**config.mk**
```make
export PLATFORM = sky130hd
export DESIGN_NAME = axi_rd_master
export DESIGN_NICKNAME = d
export VERILOG_FILES = /design/src/logic/rd_pkg.sv /design/src/logic/axi_rd_master.sv
export VERILOG_INCLUDE_DIRS = /design/src /design/src/logic
export SDC_FILE = /design/constraint.sdc
export NUM_CORES = 1
export LEC_CHECK = 0
export BUFFER_PORTS_ARGS = -buffer_cell sky130_fd_sc_hd__buf_2
export CAP_MARGIN = 10
export CORE_AREA = 4 4 131 83
export CTS_CLUSTER_DIAMETER = 80
export DETAILED_ROUTE_END_ITERATION = 12
export DIE_AREA = 0 0 135 87
export MAX_ROUTING_LAYER = met4
export PLACE_DENSITY = 0.79
export REMOVE_ABC_BUFFERS = 1
export SETUP_SLACK_MARGIN = 0.1
export SLEW_MARGIN = 40
export SYNTH_ARGS = -nofsm -noshare
export SYNTH_HDL_FRONTEND = slang
export SYNTH_SLANG_ARGS = --single-unit
```
**constraint.sdc**
```tcl
create_clock -name clk -period 6.7 [get_ports clk]
set_input_delay 0.335 -clock clk [delete_from_list [all_inputs] [get_ports clk]]
set_output_delay 0.335 -clock clk [all_outputs]
set_load 0.005 [all_outputs]
```
**src/logic/rd_defs.svh**
```systemverilog
`ifndef RD_DEFS_SVH
`define RD_DEFS_SVH

// byte address width seen by both requesters
`define RD_ADDR_W 32

// one memory word per beat
`define RD_DATA_W 64

// number of words in rd_mem
`define RD_MEM_DEPTH 256

// cycles from AR handshake to r_valid
// keep at 2 or more for the rd_mem countdown
`define RD_MEM_LAT 3

// byte offset bits within one data word
`define RD_OFF_W 3

// word index bits for the backdoor port
`define RD_IDX_W 8

`endif

```
**src/logic/rd_pkg.sv**
```systemverilog
package rd_pkg;

    // access size in AXI arsize encoding
    typedef enum logic [2:0] {
        SZ_B = 3'd0,    // 1 byte
        SZ_H = 3'd1,    // 2 bytes
        SZ_W = 3'd2,    // 4 bytes
        SZ_D = 3'd3     // 8 bytes, full word
    } rd_size_e;

    // arbiter grant
    typedef enum logic [1:0] {
        ARB_IDLE = 2'd0,    // no grant
        ARB_MEM  = 2'd1,    // data port owns downstream
        ARB_IF   = 2'd2     // fetch port owns downstream
    } arb_state_e;

    // bus master sequence
    typedef enum logic [1:0] {
        MST_IDLE = 2'd0,    // ready for a request
        MST_AR   = 2'd1,    // address phase
        MST_R    = 2'd2,    // waiting on read data
        MST_RSP  = 2'd3     // aligned data out
    } mst_state_e;

endpackage

```
**src/logic/axi_rd_master.sv**
```systemverilog
`timescale 1ns/1ns
`include "rd_defs.svh"

module axi_rd_master import rd_pkg::*; (
    input  logic                  clk,
    input  logic                  rst_n_i,
    // request from arbiter
    input  logic                  req_valid_i,
    output logic                  req_ready_o,
    input  logic [`RD_ADDR_W-1:0] req_addr_i,
    input  rd_size_e              req_size_i,
    // response to arbiter
    output logic                  rsp_valid_o,
    input  logic                  rsp_ready_i,
    output logic [`RD_DATA_W-1:0] rsp_data_o,
    // read address channel
    output logic                  ar_valid_o,
    input  logic                  ar_ready_i,
    output logic [`RD_ADDR_W-1:0] ar_addr_o,
    // read data channel
    input  logic                  r_valid_i,
    output logic                  r_ready_o,
    input  logic [`RD_DATA_W-1:0] r_data_i
);

    mst_state_e            state_q;
    logic [`RD_ADDR_W-1:0] addr_q;      // byte address of current read
    rd_size_e              size_q;
    logic [`RD_DATA_W-1:0] data_q;      // aligned result
    logic [`RD_OFF_W-1:0]  off_b;       // byte offset rounded to size
    logic [`RD_DATA_W-1:0] shifted;
    logic [`RD_DATA_W-1:0] aligned;

    // handshake outputs straight from state
    assign req_ready_o = (state_q == MST_IDLE);
    assign ar_valid_o  = (state_q == MST_AR);
    assign r_ready_o   = (state_q == MST_R);
    assign rsp_valid_o = (state_q == MST_RSP);
    assign rsp_data_o  = data_q;

    // word aligned address phase
    assign ar_addr_o = {addr_q[`RD_ADDR_W-1:`RD_OFF_W], {`RD_OFF_W{1'b0}}};

    always_ff @(posedge clk) begin
        if (!rst_n_i) begin
            state_q <= MST_IDLE;
        end else begin
            case (state_q)
                MST_IDLE: begin
                    if (req_valid_i) begin
                        state_q <= MST_AR;
                    end
                end
                MST_AR: begin
                    if (ar_ready_i) begin
                        state_q <= MST_R;
                    end
                end
                MST_R: begin
                    if (r_valid_i) begin
                        state_q <= MST_RSP;
                    end
                end
                MST_RSP: begin
                    if (rsp_ready_i) begin
                        state_q <= MST_IDLE;    // back-pressure holds data_q
                    end
                end
                default: state_q <= MST_IDLE;
            endcase
        end
    end

    // payload capture
    always_ff @(posedge clk) begin
        if (req_valid_i && req_ready_o) begin
            addr_q <= req_addr_i;
            size_q <= req_size_i;
        end
        if (r_valid_i && r_ready_o) begin
            data_q <= aligned;
        end
    end

    // misaligned low bits dropped
    always_comb begin
        off_b = addr_q[`RD_OFF_W-1:0];
        case (size_q)
            SZ_H: off_b[0] = 1'b0;
            SZ_W: off_b[1:0] = 2'b00;
            SZ_B: ;
            default: off_b = '0;    // full word
        endcase
    end

    assign shifted = r_data_i >> {off_b, 3'b000};    // bytes down to bit 0

    // zero extend by size
    always_comb begin
        aligned = '0;
        case (size_q)
            SZ_B: aligned[7:0] = shifted[7:0];
            SZ_H: aligned[15:0] = shifted[15:0];
            SZ_W: aligned[31:0] = shifted[31:0];
            default: aligned = shifted;
        endcase
    end

    // address phase holds until the memory takes it
    a_ar_stable: assert property (@(posedge clk) disable iff (!rst_n_i)
        ar_valid_o && !ar_ready_i |=> ar_valid_o && $stable(ar_addr_o));

endmodule

```
==> flow_summary.yaml, run 1 <==
synthesis:
  yosys_most_used_dff: "edfxtp_1"
  netlist-cell-type-count: 37
  async_reset_ff_share_pct: 0
  yosys_warnings: 0
  synth_seq_area_share_pct: 62.2
  synth.avg_cell_area_um2: 13.1
  area_fraction_of_the_dominant_cell_type_after_synthesis_pct: 61.4
  post_synth_edffs: 99
  post_synth_inst_count: 370
  yosysTopAreaCell: "edfxtp_1"
  flip_flop_and_latch_count_after_synthesis: 101
  ys_top_cells_by_area: "edfxtp_1, mux2i_1, buf_4, nor2b_1, nand2_1"
  synth_area_um2: 4840
  yosysMostFrequentCell: "edfxtp_1"
  synthTopCellsByCount: "edfxtp_1, nand2_1, mux2i_1, buf_4, nor2b_1"
critical_path:
  worst_setup_path_start_kind: "flip-flop"
  r2r_slack_ns: 3.89
  startpoint: "size_q[1]$_DFFE_PP_"
  timing.rr.start: "size_q[1]$_DFFE_PP_"
  cp_data_arrival_time_ns: 2.87
  required_ns: 6.76
  setup.worst_path.class: "flip-flop to flip-flop"
  r2r_end: "rsp_data_o[2]$_DFFE_PP_"
  crit_end: "rsp_data_o[2]$_DFFE_PP_"
  reg2reg_depth: 4
  cp_max_fo: 26
  worst_setup_path_end_kind: "flip-flop"
cts:
  worst_skew_pair.late_latency_ns: 0.34
  cts_max_level: 3
  cts_tree: "built"
  cts.repair_timing.setup_buffer_count: 0
  clock_tree.root_cell: "clkbuf_16"
  number_of_instances_resized_during_post_cts_repair: 0
  clk_pin_slew_ns: 0.07
  clock_path_buffers: 2
  tritoncts.num_buffers: 9
  holdBufCountCts: 0
  clock_sink_count: 101
detailed_routing:
  dr.pass1.iters: 6
  drtIter0Drc: 436
  routed_wl_mm: 13.8
  via_count: 3789
  postRouteAntennaNets: 0
  post_drt_via_cell_ratio: 5.58
  drc_errors: 0
  drt-wirelength-per-cell_um: 20.3
global_routing:
  grt_antenna_before_repair: 1
  global_route.overflow_total: 0
  grt_usage_pct: 23.7
  grt_start_max_net_pins: 65
  vias_in_the_first_global_route: 3749
  grt_first_pass_wirelength_mm: 20.3
placed_design:
  placement.setup.worst_slack_ns: 3.68
  dpl.hpwl_mm: 10.0
  gp_congestion: 0.932
  buffer_ports.inserted: 201
  placed_cell_count: 662
sta:
  report.final.setup_viol: 0
  slew_violations: 0
  min_period_over_period_pct: 42.0
  finalSetupTns_ns: 0
  min_period_ns: 2.81
  worst_pin_slew_ns: 0.848
  hold_viol: 0
  max_freq_mhz: 355
  worst_slew_margin_rel_pct: 42.9
  rsz_0062_raised_after_global_routing: "no"
  final_critical_path_setup_slack_ns: 3.89
  final.setup_skew_ns: 0.00581
cells_and_area:
  area_taken_by_multi_input_logic_gates_um2: 1520
  layout.area.seq_um2: 3010
  final_layout_size_suffix_gt1_share_pct: 42.5
  stdcell_count: 679
  synthToLayoutAreaGrowth_pct: 25.0
  num-nets-final: 648
  nFillCells: 755
floorplanning:
  initial_core_util_pct: 50.3
  row_count: 28
  die_area_um2: 11700
  die-height_um: 87
  core_area_um2: 9630
  dieWidth_um: 135
  io-pin-count: 205
pwr:
  ir_worst_vdd_mv: 0.268
  power_leakage_nw: 2.48
  power_density_nw_per_um2: 326
worst_hold_path:
  min_path_type: "input pin to flip-flop"
  hold_depth: 1
run:
  maxCapViolations: 0
status:
  run_status: "complete, no violations"
-- cells by family after synthesis --
group / Yosys count / synth area share, %
simple gates: 100 / 10.6
flops: 101 / 62.2
compound gates: 73 / 11.1
other cells: 1 / 0.0774
mux: 35 / 7.26
buf+inv: 55 / 7.44
fa+ha+maj: 5 / 1.29
-- metal layers --
layer  GRT usage [%]  share of wire, %  wire, um
met5               -                 0         0
met2            35.5                45      6160
met4            6.50               1.3       184
met3            8.89                13      1790
met1            30.8                41      5630
-- final cells by class --
class | instances | share of cell area (%)
clock buffers | 9 | 3.72
diodes | 1 | 0.0413
multi-input cells | 216 | 25.0
clock inverters | 7 | 1.08
inverters | 5 | 0.310
repair buffers | 205 | 17.2
flip-flops and latches | 101 | 49.8
well taps | 135 | 2.79
-- cell usage in the layout (no fill, tap or decap), types with 6 or more instances in the layout --
master | synthesis | routed
a2111oi_0 | 9 | 8
nand2_1 | 36 | 35
a222oi_1 | 6 | 6
nor2_1 | 22 | 21
edfxtp_1 | 99 | 99
mux2i_1 | 34 | 34
a211oi_1 | 8 | 8
clkbuf_16 | 0 | 9
buf_2 | 6 | 201
nor2b_1 | 25 | 24
a21oi_1 | 22 | 21
a22o_1 | 8 | 8
-- how the worst min path moves through the flow --
stage,startpoint,end
6_report,req_addr_i[8],addr_q[8]$_DFFE_PP_
5_1_grt,req_addr_i[25],addr_q[25]$_DFFE_PP_
4_1_cts,req_addr_i[8],addr_q[8]$_DFFE_PP_
3_5_place_dp,req_addr_i[6],addr_q[6]$_DFFE_PP_
3_3_place_gp,req_addr_i[22],addr_q[22]$_DFFE_PP_
2_1_floorplan,req_addr_i[0],addr_q[0]$_DFFE_PP_
-- stage by stage --
step | utilization (%) | cell area, um^2 | total power [mW] | hold slack, ns
after floorplan | - | 4510 | 1.21 | 0.434
after global placement | 59.4 | 5720 | 1.43 | 0.512
after detailed placement | 59.5 | 5740 | 1.46 | 0.513
after CTS | 62.6 | 6030 | 1.97 | 0.152
after global routing | 62.8 | 6050 | 2.07 | 0.145
final | 62.8 | 6050 | 1.97 | 0.160
-- sequential cells by signal (all words and copies together), names as in the netlist --
signal,flops
size_q,3
rsp_data_o,64
addr_q,32
state_q,2
-- worst max-delay path, stage by stage, from the launching register on --
cell      delay (ns)
edfxtp_1        0.59
a21oi_4         0.60
nand2_2         0.48
nor2_1          0.67
a211oi_1        0.19
-- power breakdown --
part / total, mW / internal [mW] / switching [mW]
clock: 0.512 / 0.287 / 0.225
sequential: 0.916 / 0.863 / 0.0524
combinational: 0.546 / 0.219 / 0.327
total: 1.97 / 1.37 / 0.604
No activity file was read; power rests on OpenSTA's default activity.
==> inputs of run 2 (changes only) <==
--- a/config.mk
+++ b/config.mk
@@ -8,12 +8,12 @@
 export LEC_CHECK = 0
 export BUFFER_PORTS_ARGS = -buffer_cell sky130_fd_sc_hd__buf_2
 export CAP_MARGIN = 10
-export CORE_AREA = 4 4 131 83
+export CORE_AREA = 4 4 142 90
 export CTS_CLUSTER_DIAMETER = 80
 export DETAILED_ROUTE_END_ITERATION = 12
-export DIE_AREA = 0 0 135 87
+export DIE_AREA = 0 0 146 94
 export MAX_ROUTING_LAYER = met4
-export PLACE_DENSITY = 0.79
+export PLACE_DENSITY = 0.71
 export REMOVE_ABC_BUFFERS = 1
 export SETUP_SLACK_MARGIN = 0.1
 export SLEW_MARGIN = 40
==> constraint.sdc (replaced) <==
create_clock -name clk -period 2.45 [get_ports clk]
set_input_delay 0.1225 -clock clk [delete_from_list [all_inputs] [get_ports clk]]
set_output_delay 0.1225 -clock clk [all_outputs]
set_load 0.005 [all_outputs]
==> run 2 against run 1 <==
Compared with the run above:
- utilization is 6.4 points lower
- via count is 3.4% higher
- clock-buffer cell count stayed put
- maximum frequency is 29% higher
- largest cell class unchanged
- highest routed layer unchanged
==> flow_summary.yaml, run 2 (synthesis gave the netlist of run 1 again) <==
detailed_routing:
  wl_met3_mm: 1.50
  dr.pass1.iters: 5
  drc_errors: 0
  detail_route.wirelength.met1_mm: 6.11
  routed_wl_mm: 14.4
  met2RoutedLength_mm: 6.56
  drtIter0Drc: 244
  drt-wirelength-per-cell_um: 19.4
  via_count: 3918
  postRouteAntennaNets: 0
  post_drt_via_cell_ratio: 5.29
  topRoutingLayerUsed: "met4"
sta:
  worst_slew_margin_rel_pct: 43.4
  whs_ns: 0.0332
  rsz_0062_raised_after_global_routing: "yes"
  final.setup_skew_ns: 0.00384
  hold_viol: 0
  report.final.setup_viol: 0
  worst_pin_slew_ns: 0.840
  min_period_ns: 2.18
  min_period_over_period_pct: 88.8
  slew_violations: 0
  finalSetupTns_ns: 0
  max_freq_mhz: 460
worst_hold_path:
  min_path_type: "input pin to flip-flop"
critical_path:
  largest_stage_delay_on_the_critical_path_ns: 0.53
  cp_max_fo: 24
  cp_cell_sequence: "nor4b_4 -> buf_12 -> and2b_1 -> a2111oi_0 -> a211oi_1"
  cp_data_arrival_time_ns: 2.24
  setup.worst_path.class: "flip-flop to flip-flop"
  worst_setup_path_start_kind: "flip-flop"
  worst_setup_path_end_kind: "flip-flop"
  critPathSlowestCell: "edfxtp_1"
  required_ns: 2.51
cts:
  clock_tree.root_cell: "clkbuf_16"
  cts_max_level: 3
  clk_pin_slew_ns: 0.07
  cts_tree: "built"
  worst_skew_pair.late_latency_ns: 0.34
  clock_path_buffers: 2
  tritoncts.num_buffers: 9
  clock_sink_count: 101
floorplanning:
  initial_core_util_pct: 41.8
  core_area_um2: 11600
  row_count: 31
  io-pin-count: 205
  dieWidth_um: 146
  die_area_um2: 13700
  die-height_um: 94
placed_design:
  placed_cell_count: 688
  dpl.hpwl_mm: 10.2
  buffer_ports.inserted: 201
  gp_congestion: 0.869
cells_and_area:
  largest_register_ffs: 64
  num-nets-final: 698
  synthToLayoutAreaGrowth_pct: 35.2
  most_common_library_cell_in_the_layout_ignoring_fill_and_taps: "buf_2"
  stdcell_count: 741
  mostFrequentLayoutCells: "buf_2, edfxtp_1, nand2_1, dlygate4sd3_1, mux2i_1"
  insertedDiodeCount: 0
  final_layout_size_suffix_gt1_share_pct: 41.3
  nFillCells: 973
pwr:
  p_comb_share_pct: 29.2
  clock_power_share_pct: 26.0
  cellInternalPower_mw: 3.86
  power_switching_mw: 1.70
  power_density_nw_per_um2: 849
  power_leakage_nw: 2.71
  ir_worst_vdd_mv: 0.430
  power.share.switching_pct: 30.6
  totalPowerFinal_mw: 5.55
  power.share.sequential_pct: 44.8
global_routing:
  grt_usage_pct: 21.3
  grt_start_max_net_pins: 65
  vias_in_the_first_global_route: 4017
  global_route.overflow_total: 0
  grt_first_pass_wirelength_mm: 21.6
  grt_antenna_before_repair: 0
run:
  maxCapViolations: 0
status:
  run_status: "complete, no violations"
run 2: critical path: cells and delay by family (launching register included):
kind	cells	cell delay, ns
simple gates	2	0.65
compound gates	2	0.49
buf+inv	1	0.23
flops	1	0.53
run 2: worst paths after layout:
path,start,end,slack (ns),cells past startpoint
setup / recovery,size_q[2]$_DFFE_PP_,rsp_data_o[2]$_DFFE_PP_,0.27,5
hold / removal,rst_n_i,state_q[0]$_SDFFE_PN0P_,0.03,2
setup reg to reg,size_q[2]$_DFFE_PP_,rsp_data_o[2]$_DFFE_PP_,0.27,5
hold reg to reg,state_q[1]$_SDFFE_PN0P_,state_q[1]$_SDFFE_PN0P_,0.59,2
run 2: power by group through the flow:
stage	logic, mW	clock network, mW	registers, mW
detailed placement	1.56	0	2.52
floorplan	0.766	0	2.55
global placement	1.53	0	2.51
CTS	1.61	1.47	2.49
finish	1.62	1.44	2.49
global route	1.78	1.55	2.52
run 2: cell type report:
type                    instances  area (um^2)  area share [%]
well taps                     148          185            2.83
multi-input cells             216         1490            22.8
clock inverters                 7         73.8            1.13
inverters                       5         18.8           0.287
repair buffers                255         1540            23.5
clock buffers                   9          225            3.44
flip-flops and latches        101         3010            46.0
run 2: timing repair:
item,CTS,global route
endpoints found under the hold margin,35,0
setup buffers,0,2
resized for setup,0,1
endpoints found under the setup margin,0,2
hold buffers,35,0
run 2: routing by layer:
metal  up-vias  track usage, %
li1       1791               -
met1      1860            27.5
met2       249            32.8
met3        18            6.51
met4         0            6.18
met5         -               -
run 2: metrics by stage:
step                instance area [um^2]  util (%)  worst slack, ns
floorplan                           4510         -           -0.977
global placement                    5880      50.7            0.319
detailed placement                  5880      50.7            0.251
CTS                                 6530      56.3            0.247
global route                        6550      56.4           0.0883
finish                              6550      56.4            0.275
