## config.mk

```make
export PLATFORM = sky130hd
export DESIGN_NAME = rd_arbiter
export DESIGN_NICKNAME = d
export VERILOG_FILES = /design/src/logic/rd_pkg.sv /design/src/logic/rd_arbiter.sv
export VERILOG_INCLUDE_DIRS = /design/src /design/src/logic
export SDC_FILE = /design/constraint.sdc
export NUM_CORES = 1
export LEC_CHECK = 0
export ABC_CLOCK_PERIOD_IN_PS = 4300
export BUFFER_PORTS_ARGS = -buffer_cell sky130_fd_sc_hd__buf_2
export CAP_MARGIN = 20
export CORE_AREA = 2 2 121 123
export CTS_CLUSTER_SIZE = 14
export DETAILED_ROUTE_END_ITERATION = 12
export DIE_AREA = 0 0 123 125
export GPL_TIMING_DRIVEN = 0
export PLACE_DENSITY_LB_ADDON = 0.25
export SYNTH_ARGS = -nofsm -noshare
export SYNTH_HDL_FRONTEND = slang
export SYNTH_SLANG_ARGS = --single-unit
```

## constraint.sdc

```tcl
create_clock -name clk -period 4.3 [get_ports clk]
set_clock_uncertainty 0.1 [all_clocks]
set_input_delay 0.645 -clock clk [delete_from_list [all_inputs] [get_ports clk]]
set_output_delay 0.645 -clock clk [all_outputs]
set_load 0.02 [all_outputs]
```

## src/logic/rd_defs.svh

```systemverilog
`ifndef RD_DEFS_SVH
`define RD_DEFS_SVH

// byte address width seen by both requesters
`define RD_ADDR_W 32

// one memory word per beat
`define RD_DATA_W 64

// number of words in rd_mem
`define RD_MEM_DEPTH 256

// cycles from AR handshake to r_valid
// keep at 2 or more for the rd_mem countdown
`define RD_MEM_LAT 3

// byte offset bits within one data word
`define RD_OFF_W 3

// word index bits for the backdoor port
`define RD_IDX_W 8

`endif

```

## src/logic/rd_pkg.sv

```systemverilog
package rd_pkg;

    // access size in AXI arsize encoding
    typedef enum logic [2:0] {
        SZ_B = 3'd0,    // 1 byte
        SZ_H = 3'd1,    // 2 bytes
        SZ_W = 3'd2,    // 4 bytes
        SZ_D = 3'd3     // 8 bytes, full word
    } rd_size_e;

    // arbiter grant
    typedef enum logic [1:0] {
        ARB_IDLE = 2'd0,    // no grant
        ARB_MEM  = 2'd1,    // data port owns downstream
        ARB_IF   = 2'd2     // fetch port owns downstream
    } arb_state_e;

    // bus master sequence
    typedef enum logic [1:0] {
        MST_IDLE = 2'd0,    // ready for a request
        MST_AR   = 2'd1,    // address phase
        MST_R    = 2'd2,    // waiting on read data
        MST_RSP  = 2'd3     // aligned data out
    } mst_state_e;

endpackage

```

## src/logic/rd_arbiter.sv

```systemverilog
`timescale 1ns/1ns
`include "rd_defs.svh"

module rd_arbiter import rd_pkg::*; (
    input  logic                  clk,
    input  logic                  rst_n_i,
    // data port wins a tie
    input  logic                  mem_req_valid_i,
    output logic                  mem_req_ready_o,
    input  logic [`RD_ADDR_W-1:0] mem_req_addr_i,
    input  rd_size_e              mem_req_size_i,
    output logic                  mem_rsp_valid_o,
    input  logic                  mem_rsp_ready_i,
    output logic [`RD_DATA_W-1:0] mem_rsp_data_o,
    // fetch port
    input  logic                  if_req_valid_i,
    output logic                  if_req_ready_o,
    input  logic [`RD_ADDR_W-1:0] if_req_addr_i,
    input  rd_size_e              if_req_size_i,
    output logic                  if_rsp_valid_o,
    input  logic                  if_rsp_ready_i,
    output logic [`RD_DATA_W-1:0] if_rsp_data_o,
    // shared downstream port
    output logic                  dn_req_valid_o,
    input  logic                  dn_req_ready_i,
    output logic [`RD_ADDR_W-1:0] dn_req_addr_o,
    output rd_size_e              dn_req_size_o,
    input  logic                  dn_rsp_valid_i,
    output logic                  dn_rsp_ready_o,
    input  logic [`RD_DATA_W-1:0] dn_rsp_data_i
);

    arb_state_e state_q;
    arb_state_e state_d;
    logic       mem_sel;    // data port granted
    logic       if_sel;     // fetch port granted
    logic       rsp_hs;     // downstream response taken

    assign mem_sel = (state_q == ARB_MEM);
    assign if_sel  = (state_q == ARB_IF);
    assign rsp_hs  = dn_rsp_valid_i & dn_rsp_ready_o;

    // grant only from idle and release after the response handshake
    always_comb begin
        state_d = state_q;
        case (state_q)
            ARB_IDLE: begin
                if (mem_req_valid_i) begin
                    state_d = ARB_MEM;    // data port first
                end else if (if_req_valid_i) begin
                    state_d = ARB_IF;
                end
            end
            ARB_MEM, ARB_IF: begin
                if (rsp_hs) begin
                    state_d = ARB_IDLE;
                end
            end
            default: state_d = ARB_IDLE;
        endcase
    end

    always_ff @(posedge clk) begin
        if (!rst_n_i) begin
            state_q <= ARB_IDLE;
        end else begin
            state_q <= state_d;
        end
    end

    // request side steering
    assign dn_req_valid_o = (mem_sel & mem_req_valid_i) | (if_sel & if_req_valid_i);
    assign dn_req_addr_o  = mem_sel ? mem_req_addr_i : (if_sel ? if_req_addr_i : '0);
    assign dn_req_size_o  = mem_sel ? mem_req_size_i : (if_sel ? if_req_size_i : SZ_B);
    assign mem_req_ready_o = mem_sel & dn_req_ready_i;    // loser sees ready low
    assign if_req_ready_o  = if_sel & dn_req_ready_i;

    // response side steering
    assign mem_rsp_valid_o = mem_sel & dn_rsp_valid_i;
    assign if_rsp_valid_o  = if_sel & dn_rsp_valid_i;
    assign dn_rsp_ready_o  = (mem_sel & mem_rsp_ready_i) | (if_sel & if_rsp_ready_i);
    assign mem_rsp_data_o  = mem_sel ? dn_rsp_data_i : '0;
    assign if_rsp_data_o   = if_sel ? dn_rsp_data_i : '0;

    // no downstream read left in flight once the grant is gone
    a_grant_held: assert property (@(posedge clk) disable iff (!rst_n_i)
        state_q == ARB_IDLE |-> dn_req_ready_i);

    // each downstream response reaches exactly one port
    a_rsp_onehot: assert property (@(posedge clk) disable iff (!rst_n_i)
        dn_rsp_valid_i |-> mem_rsp_valid_o != if_rsp_valid_o);

endmodule

```

==> impl_metrics.json, run 1 <==
{
  "gp_congestion": 0.7107,
  "antennaDiodeCount": 0,
  "hp-class": "reg -> reg",
  "clk_latency_ps": 220,
  "synth-seq-cells": 2,
  "hold_slack_ps": 380.6,
  "rr_worst_depth": 5,
  "numClockSinks": 2,
  "drive_gt1_share_pct": 55.59,
  "largest-register": "state_q",
  "clkTransAtPathRegs_ps": 30,
  "slew_violations": 0,
  "cp_max_fo": 10,
  "cts_buffers": 3,
  "die_x_um": 123,
  "finalHoldViolations": 0,
  "routed_wl_um": 10390,
  "postCtsSetupBuffers": 0,
  "grt_overflow": 0,
  "num_rows": 44,
  "die_area_um2": 15380,
  "wl_per_cell_um": 13.26,
  "ios": 311,
  "power_leakage_nw": 2.193,
  "hold_buffers": 0,
  "largest_reg_flops": 2,
  "hpwlAfterDp_um": 9057,
  "maxCapViolCount": 0,
  "die_y_um": 125,
  "synth_cells": 286,
  "drt_pass1_iterations": 4,
  "grt_pass1_vias": 2693,
  "ir_worst_vdd_mv": 0.1535,
  "port_buffers": 310,
  "maxSlewHeadroom_pct": 74.09,
  "tightest_slew_ps": 388.6,
  "outcome": "complete, no violations",
  "initial_core_util_pct": 11.21,
  "worstHoldPathCells": 2,
  "syn-cell-area_um2": 1593,
  "antenna_found_initial": 0,
  "finalSetupViolCount": 0,
  "synth_seq_area_share_pct": 2.514,
  "timing.final.crit_share_pct": 60.09,
  "endpoint_kind": "output port",
  "grt_max_degree": 11,
  "largestRegisters": "state_q (2)",
  "path_class": "reg -> out",
  "grt_use_total_pct": 12.11,
  "nets": 746,
  "start_kind": "register",
  "drt-initial-drc-count": 32,
  "rsz0062_at_grt": "false",
  "powerDensity_nw_per_um2": 571.8,
  "cts_resized": 0,
  "routed_via_density": 3.723,
  "synthesis.nets": 431,
  "coreArea_um2": 14200,
  "reg2reg_slack_ps": 2820,
  "fin_crit_ps": 2584,
  "drc": 0,
  "synth_warnings": 0,
  "via_count": 2915,
  "required_ps": 3560,
  "postRouteAntennaNets": 0,
  "clock_path_buffers": 2,
  "tns_ps": 0,
  "syn_avg_cell_area_um2": 5.569,
  "crit_arrival_ps": 1840,
  "max_freq_mhz": 387.0,
  "syn2layout_area_growth_pct": 116.6,
  "h-tree-depth": 1,
  "yosysUniqueCellTypes": 21,
  "cts_tree": "yes",
  "root_buffer": "clkbuf_16",
  "grt_pass1_wl_um": 14480
}
-- final cells by class --
class / instances / area (um^2)
plain buffers: 26 / 135.1
clock buffers: 3 / 75.07
fillers: 1680 / 10750
inverters: 6 / 22.52
multi-input cells: 252 / 1395
flip-flops and latches: 2 / 40.04
well taps: 184 / 230.2
repair buffers: 310 / 1551
-- through the flow --
stage          power [W]  setup WS [ps]  utilization (%)  cell area (um^2)  cells
2_1_floorplan   0.001194           2155                -              1593    286
3_3_place_gp    0.001881           1786            23.76              3374    780
3_5_place_dp    0.001866           1767            23.76              3374    780
4_1_cts         0.002014           1534            24.29              3450    783
5_1_grt         0.002147           1473            24.29              3450    783
6_report        0.001972           1716            24.29              3450    783
-- path summary, 6_finish.rpt --
path              startpoint               end
setup reg to reg  state_q[0]        state_q[1]
hold / removal    state_q[0]        state_q[0]
hold reg to reg   state_q[0]        state_q[0]
setup / recovery  state_q[1]  dn_req_addr_o[0]
-- cell families after synthesis --
| logic type | Yosys count | share of synthesized area (%) |
|---|---|---|
| compound gates | 42 | 15.24 |
| flops | 2 | 2.514 |
| simple gates | 207 | 69.99 |
| fa+ha+maj | 3 | 2.357 |
| buf+inv | 32 | 9.898 |
-- cell usage in the layout (no fill, tap or decap) --
master | synthesis | final
a221oi_1 | 1 | 1
a22oi_2 | 1 | 1
o2bb2ai_1 | 1 | 1
nand2_1 | 72 | 72
inv_1 | 6 | 6
a211oi_2 | 1 | 1
clkbuf_16 | 0 | 3
nand2b_1 | 1 | 1
buf_2 | 9 | 319
o21ai_0 | 29 | 29
o221a_1 | 1 | 1
o21ai_1 | 7 | 7
buf_4 | 1 | 1
and2_1 | 132 | 132
a22o_1 | 1 | 1
clkbuf_1 | 8 | 8
buf_6 | 2 | 2
clkbuf_2 | 6 | 6
nor2b_1 | 1 | 1
and3_1 | 1 | 1
dfxtp_1 | 2 | 2
ha_1 | 3 | 3
-- report_power, final --
group | total, W | switching (W) | internal, W
Combinational | 0.00180 | 0.00118 | 0.000620
Sequential | 0.0000329 | 0.00000571 | 0.0000272
Clock | 0.000140 | 0.0000217 | 0.000118
-- metal layers --
layer	GRT usage (%)	routed length (um)	vias up
met2	23.37	5161	186
met1	14.43	4242	1214
li1	-	-	1511
met3	1.460	936	4
met5	0	0	-
met4	1.404	46	0
-- critical path, stage by stage (launching register included) --
cell and delay [ps]:
dfxtp_1 300, inv_1 90, ha_1 200, buf_2 290
clkbuf_1 360, o21ai_0 180, buf_2 190
-- cells in the mapped netlist --
cell type | number | area [um^2]
o2bb2ai_1 | 1 | 8.760
buf_6 | 2 | 22.52
inv_1 | 6 | 22.52
buf_2 | 9 | 45.04
nand2b_1 | 1 | 6.260
ha_1 | 3 | 37.54
a211oi_2 | 1 | 12.51
o21ai_1 | 7 | 35.03
dfxtp_1 | 2 | 40.04
a221oi_1 | 1 | 8.760
a22o_1 | 1 | 8.760
buf_4 | 1 | 7.510
clkbuf_1 | 8 | 30.03
o21ai_0 | 29 | 145.1
a22oi_2 | 1 | 12.51
o221a_1 | 1 | 11.26
nor2b_1 | 1 | 6.260
nand2_1 | 72 | 270.3
and2_1 | 132 | 825.8
and3_1 | 1 | 6.260
clkbuf_2 | 6 | 30.03
Power figures use the tool's default switching activity.
==> run 2: changes to the inputs <==
--- a/config.mk
+++ b/config.mk
@@ -6,13 +6,13 @@
 export SDC_FILE = /design/constraint.sdc
 export NUM_CORES = 1
 export LEC_CHECK = 0
-export ABC_CLOCK_PERIOD_IN_PS = 4300
+export ABC_CLOCK_PERIOD_IN_PS = 2270
 export BUFFER_PORTS_ARGS = -buffer_cell sky130_fd_sc_hd__buf_2
 export CAP_MARGIN = 20
-export CORE_AREA = 2 2 121 123
+export CORE_AREA = 2 2 122 124
 export CTS_CLUSTER_SIZE = 14
 export DETAILED_ROUTE_END_ITERATION = 12
-export DIE_AREA = 0 0 123 125
+export DIE_AREA = 0 0 124 126
 export GPL_TIMING_DRIVEN = 0
 export PLACE_DENSITY_LB_ADDON = 0.25
 export SYNTH_ARGS = -nofsm -noshare
==> constraint.sdc (replaced) <==
create_clock -name clk -period 2.27 [get_ports clk]
set_clock_uncertainty 0.1 [all_clocks]
set_input_delay 0.3405 -clock clk [delete_from_list [all_inputs] [get_ports clk]]
set_output_delay 0.3405 -clock clk [all_outputs]
set_load 0.02 [all_outputs]
==> impl_metrics.json, run 2 (synthesis gave the netlist of run 1 again) <==
{
  "crit_arrival_ps": 1720,
  "hold_slack_ps": 283.4,
  "tns_ps": 0,
  "final_common_cell": "buf_2",
  "gp_congestion": 0.7166,
  "die_x_um": 124,
  "maxCapViolCount": 0,
  "routed_wl_um": 9227,
  "nets": 746,
  "tightest_slew_ps": 391.0,
  "antennaDiodeCount": 0,
  "dp.cells": 780,
  "largestRegisters": "state_q (2)",
  "seq_area_um2": 40.04,
  "ir_worst_vdd_mv": 0.3546,
  "start_kind": "register",
  "postRouteAntennaNets": 0,
  "grt_pass1_vias": 2598,
  "grt_pass1_wl_um": 12630,
  "outcome": "complete, no violations",
  "drt_pass1_iterations": 4,
  "finalSetupViolCount": 0,
  "instances_no_fill": 783,
  "grt_use_total_pct": 10.22,
  "cp_max_fo": 10,
  "coreArea_um2": 14310,
  "hold_buffers": 0,
  "drc": 0,
  "rsz0062_at_grt": "false",
  "hp-class": "in -> reg",
  "endpoint_kind": "output port",
  "crit_path_max_incr_delay_ps": 320,
  "h-tree-depth": 1,
  "grt_max_degree": 11,
  "cts_tree": "yes",
  "max_freq_mhz": 463.1,
  "powerDensity_nw_per_um2": 1085,
  "routed_via_density": 3.693,
  "final.fill_count": 1660,
  "clkTransAtPathRegs_ps": 30,
  "ios": 311,
  "timing.final.crit_share_pct": 95.13,
  "postCtsSetupBuffers": 0,
  "num_rows": 44,
  "cp_slowest_cell": "dfxtp_1",
  "finalHoldViolations": 0,
  "port_buffers": 310,
  "maxSlewHeadroom_pct": 73.93,
  "fin_crit_ps": 2159,
  "initial_core_util_pct": 11.13,
  "die_area_um2": 15620,
  "crit_chain": "inv_1, ha_1, buf_4, buf_2, o21ai_0, buf_2",
  "root_buffer": "clkbuf_16",
  "clk_latency_ps": 220,
  "final_core_util_pct": 24.27,
  "clock_path_buffers": 2,
  "hpwlAfterDp_um": 7940,
  "wl_per_cell_um": 11.78,
  "required_ps": 1830,
  "cts_buffers": 3,
  "drt-initial-drc-count": 33,
  "grt_overflow": 0,
  "via_count": 2892,
  "numClockSinks": 2,
  "die_y_um": 126,
  "largest_reg_flops": 2,
  "crit_top_cell": "buf_2",
  "multiInputGateArea_um2": 1395,
  "syn2layout_area_growth_pct": 118.1,
  "path_class": "reg -> out",
  "largest-register": "state_q",
  "drive_gt1_share_pct": 56.76,
  "power_leakage_nw": 2.216,
  "slew_violations": 0,
  "layout_common_cells": "314 x buf_2, 132 x and2_1, 72 x nand2_1",
  "antenna_found_initial": 0
}
-- run 2: cell count changes in the layout (fill, tap and decap cells not counted) --
cell | previous run | this run
buf_1 | 0 | 1
buf_2 | 319 | 314
buf_6 | 2 | 3
clkbuf_1 | 8 | 0
clkbuf_2 | 6 | 13
clkbuf_4 | 0 | 4
o21ai_0 | 29 | 28
o21ai_1 | 7 | 8
-- run 2: routing by layer --
metal	global-route usage [%]	part of all wire [%]
met1	11.39	38
met2	20.81	54
met3	0.7699	8.0
met4	1.586	0.52
met5	0	0
-- run 2: cell type report --
type | instances | area share, %
multi-input cells | 252 | 40.15
repair buffers | 310 | 44.65
well taps | 184 | 6.626
inverters | 6 | 0.6482
clock buffers | 3 | 2.161
flip-flops and latches | 2 | 1.152
plain buffers | 26 | 4.609
-- run 2: worst max-delay path: cells and delay by family, from the launching register on --
family | cells | cell delay (ps)
adders and majority gates | 1 | 230
AOI/OAI and AO/OA | 1 | 270
DFF | 1 | 320
buffers and inverters | 4 | 690
-- run 2: through the flow --
stage / setup WS, ps / total power (W) / area [um^2]
after floorplan: 430.0 / 0.002261 / 1593
after global placement: 129.1 / 0.003566 / 3374
after detailed placement: 102.2 / 0.003526 / 3374
after CTS: 12.39 / 0.003816 / 3456
after global routing: 0.3447 / 0.004115 / 3475
final: 110.5 / 0.003769 / 3475
-- run 2: timing repair --
action / CTS / global route
pin swaps: 0 / 0
gates resized for setup: 4 / 15
setup endpoints to repair: 49 / 32
-- run 2: where the power goes --
| part | total (W) | internal, W | switching, W | leakage (nW) |
|---|---|---|---|---|
| clock network | 0.000262 | 0.000224 | 0.0000378 | 0.0370 |
| registers | 0.0000615 | 0.0000516 | 0.00000998 | 0.0165 |
| logic | 0.00345 | 0.00122 | 0.00223 | 2.16 |
| total | 0.00377 | 0.00149 | 0.00228 | 2.22 |
-- run 2: worst paths after layout --
path,startpoint,to,slack [ps],depth (start not counted)
worst min-delay path,rst_n_i,state_q[1],280,3
worst max-delay path,state_q[1],dn_req_addr_o[21],110,6
worst max register to register,state_q[0],state_q[1],740,5
worst min register to register,state_q[0],state_q[0],380,2
==> run 3: changes to the inputs <==
--- a/config.mk
+++ b/config.mk
@@ -9,6 +9,8 @@
 export ABC_CLOCK_PERIOD_IN_PS = 2270
 export BUFFER_PORTS_ARGS = -buffer_cell sky130_fd_sc_hd__buf_2
 export CAP_MARGIN = 20
+export CELL_PAD_IN_SITES_DETAIL_PLACEMENT = 0
+export CELL_PAD_IN_SITES_GLOBAL_PLACEMENT = 1
 export CORE_AREA = 2 2 122 124
 export CTS_CLUSTER_SIZE = 14
 export DETAILED_ROUTE_END_ITERATION = 12
@@ -18,3 +20,4 @@
 export SYNTH_ARGS = -nofsm -noshare
 export SYNTH_HDL_FRONTEND = slang
 export SYNTH_SLANG_ARGS = --single-unit
+export TNS_END_PERCENT = 5
==> impl_metrics.json, run 3 (synthesis gave the netlist of run 1 again) <==
{
  "powerDensity_nw_per_um2": 1089,
  "coreArea_um2": 14310,
  "die_area_um2": 15620,
  "antennaDiodeCount": 0,
  "drive_gt1_share_pct": 56.43,
  "maxSlewHeadroom_pct": 72.63,
  "fin_crit_ps": 2147,
  "largest_reg_flops": 2,
  "ir_worst_vdd_mv": 0.2838,
  "path_class": "reg -> out",
  "endpoint_kind": "output port",
  "final.setup.worst_slack_ps": 123.2,
  "slew_violations": 0,
  "antenna_found_initial": 0,
  "numClockSinks": 2,
  "drt_pass1_iterations": 4,
  "final.fill_count": 1671,
  "rsz0062_at_grt": "true",
  "drc": 0,
  "grt_pass1_vias": 2766,
  "cp_max_fo": 10,
  "postRouteAntennaNets": 0,
  "largestRegisters": "state_q (2)",
  "root_buffer": "clkbuf_16",
  "postCtsSetupBuffers": 0,
  "outcome": "complete, no violations",
  "place_area_um2": 3374,
  "initial_core_util_pct": 11.13,
  "cts_tree": "yes",
  "port_buffers": 310,
  "instances_no_fill": 783,
  "syn2layout_area_growth_pct": 117.8,
  "gp_congestion": 0.7915,
  "start_kind": "register",
  "route.layer.met1.wl_um": 3954,
  "drt-initial-drc-count": 69,
  "power_leakage_nw": 2.209,
  "clkTransAtPathRegs_ps": 30,
  "h-tree-depth": 1,
  "clock_path_buffers": 2,
  "finalSetupViolCount": 0,
  "wl_met3_um": 876,
  "crit_arrival_ps": 1710,
  "timing.final.crit_share_pct": 94.57,
  "grt_overflow": 0,
  "required_ps": 1830,
  "finalHoldViolations": 0,
  "routed_via_density": 3.830,
  "largest-register": "state_q",
  "finalInstanceArea_um2": 3470,
  "grt_max_degree": 11,
  "grt_use_total_pct": 11.86,
  "dp.cells": 780,
  "reg2reg_slack_ps": 720,
  "multiInputGateArea_um2": 1395,
  "grt_pass1_wl_um": 14440,
  "post-place-ws_ps": 49.28,
  "tightest_slew_ps": 406.3,
  "nets": 746,
  "hpwlAfterDp_um": 9253,
  "wl_per_cell_um": 13.27,
  "final_common_cell": "buf_2",
  "max_freq_mhz": 465.8,
  "clk_latency_ps": 220,
  "cts_buffers": 3,
  "ios": 311,
  "num_rows": 44,
  "dr_wl_met2_um": 5486,
  "hp-class": "in -> reg",
  "layout_common_cells": "315 x buf_2, 132 x and2_1, 72 x nand2_1",
  "die_x_um": 124,
  "seq_area_um2": 40.04,
  "maxCapViolCount": 0,
  "hold_slack_ps": 280.1,
  "die_y_um": 126,
  "via_count": 2999,
  "routed_wl_um": 10390,
  "top_layer": "met4"
}
-- run 3: per-stage QoR --
stage / total power, W / utilization [%] / setup TNS [ps]
after CTS: 0.003836 / 24.13 / 0
after floorplan: 0.002261 / - / 0
after detailed placement: 0.003554 / 23.58 / 0
after global placement: 0.003548 / 23.58 / 0
final: 0.003778 / 24.24 / 0
after global routing: 0.004127 / 24.24 / -8.673
-- run 3: repair_timing --
item / in CTS / in global routing
setup endpoints to repair: 36 / 55
hold buffers: 0 / 0
gates resized for setup: 2 / 12
-- run 3: path summary, 6_finish.rpt --
path / endpoint / from / depth (start not counted)
max: dn_req_addr_o[1] / state_q[1] / 6
min: state_q[1] / rst_n_i / 3
max reg2reg: state_q[1] / state_q[0] / 5
min reg2reg: state_q[0] / state_q[0] / 2
-- run 3: critical path, cell delays in order (launching register included) --
cell     delay (ps)
dfxtp_1         320
inv_1            80
ha_1            230
buf_4           200
buf_2           190
o21ai_0         250
buf_2           220
-- run 3: report_power, final --
group,internal [W],switching [W]
clock network,0.000224,0.0000368
logic,0.00121,0.00224
registers,0.0000516,0.0000108
-- run 3: routing by layer --
layer | global-route usage, % | vias to the layer above
li1 | - | 1511
met1 | 13.11 | 1303
met2 | 24.21 | 181
met3 | 1.042 | 4
met4 | 1.785 | 0
met5 | 0 | -
-- run 3: final cells by class --
type                    instances  share of cell area (%)
plain buffers                  26                   4.472
clock buffers                   3                   2.164
multi-input cells             252                   40.21
flip-flops and latches          2                   1.154
repair buffers                310                   44.72
inverters                       6                  0.6491
well taps                     184                   6.635
